## src/hdl/sd_phy_pkg.sv

```systemverilog
// widths, lock count, nibble order and the nibble type for the sd host phy
package sd_phy_pkg;

  // stack side
  localparam int SD_BYTE_W = 8;    // one byte per card clock period

  // card side
  localparam int SD_DAT_PINS = 4;  // dat[3:0], also the nibble width

  // lock status
  // counted in o_out_clk_x2 edges once rst drops
  localparam int LOCK_CYCLES = 16;
  localparam int LOCK_CNT_W  = 5;  // wide enough to hold LOCK_CYCLES

  // wire order of the two nibbles of a byte
  // 1: upper nibble in the first half period, lower in the second
  // 0: lower nibble first
  localparam bit HI_NIBBLE_FIRST = 1'b1;

  // one nibble on the data pins
  typedef logic [SD_DAT_PINS-1:0] sd_nibble_t;

endpackage

```

## src/hdl/sd_phy_clock_ctrl.sv

```systemverilog
// clock divider, card clock phase level and lock counter
`timescale 1ns/1ns

module sd_phy_clock_ctrl (
  input  logic o_out_clk_x2,   // double rate clock
  input  logic rst,
  output logic o_out_clk,      // stack clock, half rate
  output logic o_phy_out_clk,  // card clock, same phase as stack clock
  output logic o_locked,
  output logic o_first_half    // upper nibble phase
);

  logic [sd_phy_pkg::LOCK_CNT_W-1:0] lock_cnt;  // edges seen since reset

  // both divided clocks toggle together on every edge
  always_ff @(posedge o_out_clk_x2) begin
    if (rst) begin
      o_out_clk     <= 1'b0;
      o_phy_out_clk <= 1'b0;
      o_first_half  <= 1'b0;
    end else begin
      o_out_clk     <= ~o_out_clk;
      o_phy_out_clk <= ~o_phy_out_clk;
      // next card clock is the inverse of the current one,
      // so this tracks ~o_phy_out_clk one cycle out of reset
      o_first_half  <= o_phy_out_clk;
    end
  end

  // settle counter, stops once locked
  always_ff @(posedge o_out_clk_x2) begin
    if (rst) begin
      lock_cnt <= '0;
      o_locked <= 1'b0;
    end else if (!o_locked) begin
      lock_cnt <= lock_cnt + 1'b1;
      if (lock_cnt == sd_phy_pkg::LOCK_CNT_W'(sd_phy_pkg::LOCK_CYCLES - 1)) begin
        o_locked <= 1'b1;  // rises on edge LOCK_CYCLES after reset
      end
    end
  end

  // lock is sticky until the next reset
  a_lock_sticky : assert property (
    @(posedge o_out_clk_x2) disable iff (rst)
    $past(o_locked) |-> o_locked
  ) else $error("o_locked fell outside reset");

  // card clock keeps running once out of reset
  a_phy_clk_toggle : assert property (
    @(posedge o_out_clk_x2) disable iff (rst)
    !$past(rst) |-> (o_phy_out_clk != $past(o_phy_out_clk))
  ) else $error("o_phy_out_clk missed a toggle");

endmodule

```

## config.mk

```make
export PLATFORM = sky130hd
export DESIGN_NAME = sd_phy_clock_ctrl
export DESIGN_NICKNAME = d
export VERILOG_FILES = /design/src/hdl/sd_phy_pkg.sv /design/src/hdl/sd_phy_clock_ctrl.sv
export SDC_FILE = /design/constraint.sdc
export NUM_CORES = 1
export LEC_CHECK = 0
export BUFFER_PORTS_ARGS = -buffer_cell sky130_fd_sc_hd__buf_2
export CAP_MARGIN = 20
export CORE_AREA = 2 2 39 41
export DETAILED_ROUTE_END_ITERATION = 10
export DIE_AREA = 0 0 41 43
export PLACE_DENSITY = 0.54
export SYNTH_ARGS = -nofsm -noshare
export SYNTH_HDL_FRONTEND = slang
export SYNTH_SLANG_ARGS = --single-unit
```

## constraint.sdc

```tcl
create_clock -name o_out_clk_x2 -period 1.85 [get_ports o_out_clk_x2]
set_clock_uncertainty 0.1 [all_clocks]
set_input_delay 0.0925 -clock o_out_clk_x2 [delete_from_list [all_inputs] [get_ports o_out_clk_x2]]
set_output_delay 0.0925 -clock o_out_clk_x2 [all_outputs]
set_load 0.01 [all_outputs]
```

After elaboration in Yosys (flattened, before gate mapping):

Cells that the tools add are included.

* equality and inequality tests: 1
* add/sub/neg operators: 1
* muxes and demuxes: 2
* bitwise gates (word level): 2

Operators with widths (count)
* $add A5 B1 Y5 const B: 1
* $eq A5 B4 Y1 const B: 1
* $mux W1: 2
* $not A1 Y1: 2

* input port bits: 2
* output and inout bits: 4
* word-level logic and storage cells: 11
* bits in registers: 9

Longest topological paths before layout:

Gate-level depths: netlist of the first run.

* depth after elaboration: 3
* mapped depth: 6
* mapped depth without buffers: 6

Least setup slack after synthesis of the first run:

OpenSTA, ideal clock, no wires.

* path kind: flip-flop to flip-flop
* start: register lock_cnt[0] (netlist bit)
* end: register lock_cnt[4] (netlist bit)
* clock period less this slack: 1.359 ns
* buffers on the path: 0
* library setup time: 0.126 ns
* path slack: 0.491 ns
* cell stages (with the launch flop): 7
* data arrival time: 1.133 ns
* data required time: 1.624 ns
* path through: dfxtp_1 -> ha_1 -> and3_1 -> ha_1 -> nor2_1 -> a21oi_1 -> nor2_1

* longest elaborated chain between the ends: 1

Ends and longest elaborated chain
* from (decl): line sd_phy_clock_ctrl.sv:13 `logic [sd_phy_pkg::LOCK_CNT_W-1:0] lock_cnt;`
* from (signal assigned): line sd_phy_clock_ctrl.sv:36 `lock_cnt <= lock_cnt + 1'b1;`
* $add A5 B1 Y5: line sd_phy_clock_ctrl.sv:36

No other way between the ends.
A chain may end at the register's enable or synchronous reset.

Worst setup path after layout of the first run:

Ends and elaborated chain as after synthesis.

==> results of run 1 <==
## through the flow
stage / instances / worst slack (ns) / hold slack (ns)
after floorplan: 33 / 0.4908 / 0.2754
after global placement: 52 / 0.4400 / 0.2796
after detailed placement: 52 / 0.4304 / 0.2899
after CTS: 56 / 0.4203 / 0.006634
after global routing: 56 / 0.3804 / 0.01599
final: 56 / 0.4330 / 0.004297
## cell type report
cell class,count,area [µm²]
flip-flops and latches,9,180.2
inverters,1,3.754
multi-input cells,21,148.9
fillers,157,979.7
clock buffers,4,26.28
well taps,16,20.02
repair buffers,5,25.02
## registers in the layout, summed over array words and instances (netlist names)
signal and flops:
lock_cnt 5, o_first_half 1, o_locked 1, o_out_clk 1, o_phy_out_clk 1
## worst max-delay path: stages (launching register included)
cell and delay [ns]:
dfxtp_1 0.35, ha_1 0.22, and3_1 0.18, ha_1 0.27
nor2_1 0.03, a21oi_1 0.12, nor2_1 0.04
## cells in the mapped netlist (2+ instances only)
cell / n / area [µm²]
dfxtp_1: 9 / 180.2
ha_1: 2 / 25.02
xor2_1: 2 / 17.52
nor2_1: 10 / 37.54
## how the worst min path moves through the flow
stage	startpoint	to	slack (ns)
floorplan	rst	o_out_clk$_SDFF_PP0_	0.28
finish	rst	o_out_clk$_SDFF_PP0_	0.004
global route	rst	lock_cnt[4]$_SDFFE_PP0N_	0.02
detailed placement	rst	o_out_clk$_SDFF_PP0_	0.29
global placement	rst	o_phy_out_clk$_SDFF_PP0_	0.28
CTS	rst	o_out_clk$_SDFF_PP0_	0.007
## power by group
| part | leakage, nW | internal, mW | total, mW | switching, mW |
|---|---|---|---|---|
| Sequential | 0.0740 | 0.204 | 0.213 | 0.00920 |
| Combinational | 0.110 | 0.0120 | 0.0242 | 0.0122 |
| Clock | 0.0150 | 0.0832 | 0.153 | 0.0696 |
## per-layer routing
metal  track usage  wire (µm)  up-vias
li1              -          -      117
met5             0          0        -
met3       0.04712         15        2
met4        0.1000         19        0
met2       0.09063        215        5
met1       0.08039        273       91
## kinds of logic after synthesis
logic type,after synthesis,synth area share
simple gates,14,0.2374
flops,9,0.5180
xor+xnor,3,0.07555
buf+inv,3,0.05393
fa+ha+maj,2,0.07193
compound gates,1,0.01437
mux,1,0.02878
==> results.ini, run 1 <==
[status]
outcome=finished, final reports clean

[sta]
period_share=0.7659
min_period_ns=1.417
slew_headroom=0.7957
finalHoldViolCount=0
drv_slew=0
tightest_slew_ns=0.3061
finalSetupViolCount=0
rsz0062_at_grt=no
finalSetupTns_ns=0
fmaxAchievable_mhz=705.7

[cells_and_area]
final_cell_mix=10 x nor2_1, 9 x dfxtp_1, 5 x buf_2, 3 x clkbuf_4
final_common_cell=nor2_1
drive_gt1_frac=0.2500
final_area_um2=404.1
nNetsFinal=45
n_antenna_cell=0
area.growth.synth_to_final_pct=16.19
utilization=0.2920

[detailed_routing]
routedWlPerCell_um=9.321
drt_pass1_iterations=1
post_drt_via_cell_ratio=3.839
route.vias.total=215
antenna_left=0
drt_iter0_markers=0
wirelength_um=522
drcViolationCount=0

[floorplan]
fp.coreArea_um2=1384
rows=14
die_width_um=41
ios=6
die_h_um=43
die-area_um2=1763
initial_core_util=0.2514

[clock_network]
cts_hold_buf=0
ctsResizeCount=0
insertion_delay_ns=0.26
clockBufferDepth=2
clock_sinks=9
clockRootBuffer=clkbuf_4
cts_buffers=3
postCtsSetupBuffers=0
cts_tree=built
clkTransAtPathRegs_ns=0.06
htree_levels=1

[critical_path]
worst-r2r-setup-slack_ns=0.43
required_ns=1.90
end_kind=flop
worstReg2RegStart=lock_cnt[0]$_SDFFE_PP0N_
rr_worst_depth=6
crit_path_start=lock_cnt[0]$_SDFFE_PP0N_
crit_arrival_ns=1.47
regToRegEndpoint=lock_cnt[4]$_SDFFE_PP0N_
critPathLaunchType=flop
setup.worst_path.end=lock_cnt[4]$_SDFFE_PP0N_
worst-path-max-fanout=3
worst-setup-path-type=reg2reg

[grt]
grt_use_total=0.07831
grt_max_degree=10
first_global_vias=202
overflow=0
grt_pass1_wl_um=793
antenna_found_initial=0

[min_path]
hold-path-cell-count=2
worst_hold_path_type=in2reg

[placement]
hpwl_um=356.1
gp_congestion=0.6743
place_area_um2=377.9
port_buffers=5

[synthesis]
synth_async_sr_flop_share=0
synth_ff_type=dfxtp_1
synth_fp_nets=37
synthCells=33
ys.warnings.count=0
syn_area_um2=347.8
avgSynthCellArea_um2=10.54
synth_edf_count=0
synth_cell_types=14
ys_ff_latch=9
ys_seq_area_frac=0.5180

[power_and_ir_drop]
p_total_uw=390.2
vdd_ir_drop_max_mv=0.2673
p_per_area_nw_per_um2=965.5
leakage_nw=0.1986

[run]
max_cap_viol_count=0

No activity file was read; power rests on OpenSTA's default activity.
==> run 2: changes to the inputs <==
Settings changed: ABC_AREA set to 1, PLACE_DENSITY 0.54 to 0.53.
Clock period 1.85 ns to 1.4 ns, I/O delays scaled along.
==> results.ini, run 2 <==
[floorplan]
fp.coreArea_um2=1384
die_h_um=43
die_width_um=41
initial_core_util=0.2423
rows=14
ios=6
die-area_um2=1763

[synthesis]
synth_top_family_by_area=simple AND/OR/NAND/NOR gates
synthTopCellsByCount=10 x nor2_1, 9 x dfxtp_1
synth-simple-area-share=0.2276
ys.warnings.count=0
ys_ff_latch=9
synthCells=40
synth_mux_area_frac=0
synth_cell_types=13
yosys.area_share.xor_xnor=0
synth_area_leader_cell=dfxtp_1
avgSynthCellArea_um2=8.383
syn_area_um2=335.3
ys_top_cells_by_area=dfxtp_1 54%, nor2_1 11%, ha_1 7.5%
synth_compound_area_frac=0.08955
synth_fp_nets=44
ys_seq_area_frac=0.5373
synth_edf_count=0
synthAdderAreaFrac=0.07463
synth_top_area_frac=0.5373
synth_async_sr_flop_share=0
synth_ff_type=dfxtp_1
yosys.cell_count.top_type=nor2_1

[grt]
first_global_vias=259
grt_max_degree=7
antenna_found_initial=0
grt_use_total=0.07770
grt_pass1_wl_um=924
overflow=0

[clock_network]
clockBufferDepth=2
cts_tree=built
insertion_delay_ns=0.25
cts_buffers=3
ctsResizeCount=0
clockRootBuffer=clkbuf_4
postCtsSetupBuffers=0
clkTransAtPathRegs_ns=0.06
cts_hold_buf=1
htree_levels=1
clock_sinks=9

[critical_path]
cpPeakStageDelay_ns=0.32
crit_family=adder cells
crit_chain=ha_1 > and3_1 > ha_1 > a21oi_1
crit_path_top_delay_cell=dfxtp_1
crit_path_start=lock_cnt[0]$_SDFFE_PP0N_
crit_buf_inv=0
worstReg2RegStart=lock_cnt[0]$_SDFFE_PP0N_
end_kind=flop
worst-setup-path-type=reg2reg
crit_arrival_ns=1.39
required_ns=1.48
worst-path-max-fanout=3
critPathLaunchType=flop
cp_common_cell=ha_1

[cells_and_area]
regMostFlops=lock_cnt
drive_gt1_frac=0.2600
multi_input_area_um2=131.4
final_common_cell=nor2_1
n_antenna_cell=0
nNetsFinal=55
final.fill_count=165
final_area_um2=416.7
regArea_um2=180.2
area.growth.synth_to_final_pct=24.25
final_cell_mix=10 x nor2_1, 9 x dfxtp_1, 5 x buf_2
largest_reg_flops=5

[detailed_routing]
routedWlPerCell_um=8.455
drcViolationCount=0
drt_pass1_iterations=1
antenna_left=0
wirelength_um=558
post_drt_via_cell_ratio=3.970
drt_iter0_markers=0
route.vias.total=262

[placement]
port_buffers=5
place_area_um2=380.4
gp_congestion=0.6928
hpwl_um=428.6

[min_path]
worst_hold_path_type=reg2reg
worstHoldStart=o_out_clk$_SDFF_PP0_

[sta]
period_share=0.9332
min_period_ns=1.307
drv_slew=0
fmaxAchievable_mhz=765.4
slew_headroom=0.8713
tightest_slew_ns=0.1928
finalSetupViolCount=0
finalHoldViolCount=0
hold_slack_ns=0.3127
rsz0062_at_grt=no
finalSetupTns_ns=0

[power_and_ir_drop]
p_per_area_nw_per_um2=1224
vdd_ir_drop_max_mv=0.5563
leakage_nw=0.1976

[status]
outcome=finished, final reports clean

[run]
max_cap_viol_count=0

run 2: power breakdown:
| group | leakage, nW | internal [mW] | switching (mW) |
|---|---|---|---|
| registers | 0.0740 | 0.270 | 0.00868 |
| clock network | 0.0150 | 0.109 | 0.0844 |
| logic | 0.109 | 0.0170 | 0.0211 |
run 2: area by class of cell:
type,instances,share of cell area
clock buffers,4,0.06306
flip-flops and latches,9,0.4324
repair buffers,6,0.08408
inverters,6,0.05706
multi-input cells,25,0.3153
well taps,16,0.04805
run 2: cell families after synthesis:
| logic type | count (synthesis) |
|---|---|
| compound gates | 6 |
| flops | 9 |
| buf+inv | 6 |
| fa+ha+maj | 2 |
| simple gates | 17 |
run 2: worst paths after layout:
kind | slack [ns] | end | depth (start not counted)
min | 0.31 | o_out_clk$_SDFF_PP0_ | 1
max | 0.09 | lock_cnt[4]$_SDFFE_PP0N_ | 4
max reg2reg | 0.09 | lock_cnt[4]$_SDFFE_PP0N_ | 4
min reg2reg | 0.31 | o_out_clk$_SDFF_PP0_ | 1
run 2: per-layer routing:
| metal | global-route usage | up-vias | share of wire |
|---|---|---|---|
| li1 | - | 146 | - |
| met1 | 0.09804 | 112 | 0.46 |
| met2 | 0.1094 | 4 | 0.48 |
| met3 | 0.01571 | 0 | 0.054 |
| met4 | 0.06000 | 0 | 0 |
| met5 | 0 | - | 0 |
run 2: through the flow:
stage	cells	setup WS (ns)	total power, mW	util
after global placement	61	0.1136	0.3193	0.2749
after floorplan	40	0.1558	0.3061	-
after global routing	66	0.02283	0.5397	0.3011
after CTS	66	0.07855	0.5232	0.3011
final	66	0.09347	0.5101	0.3011
after detailed placement	61	0.08914	0.3205	0.2749
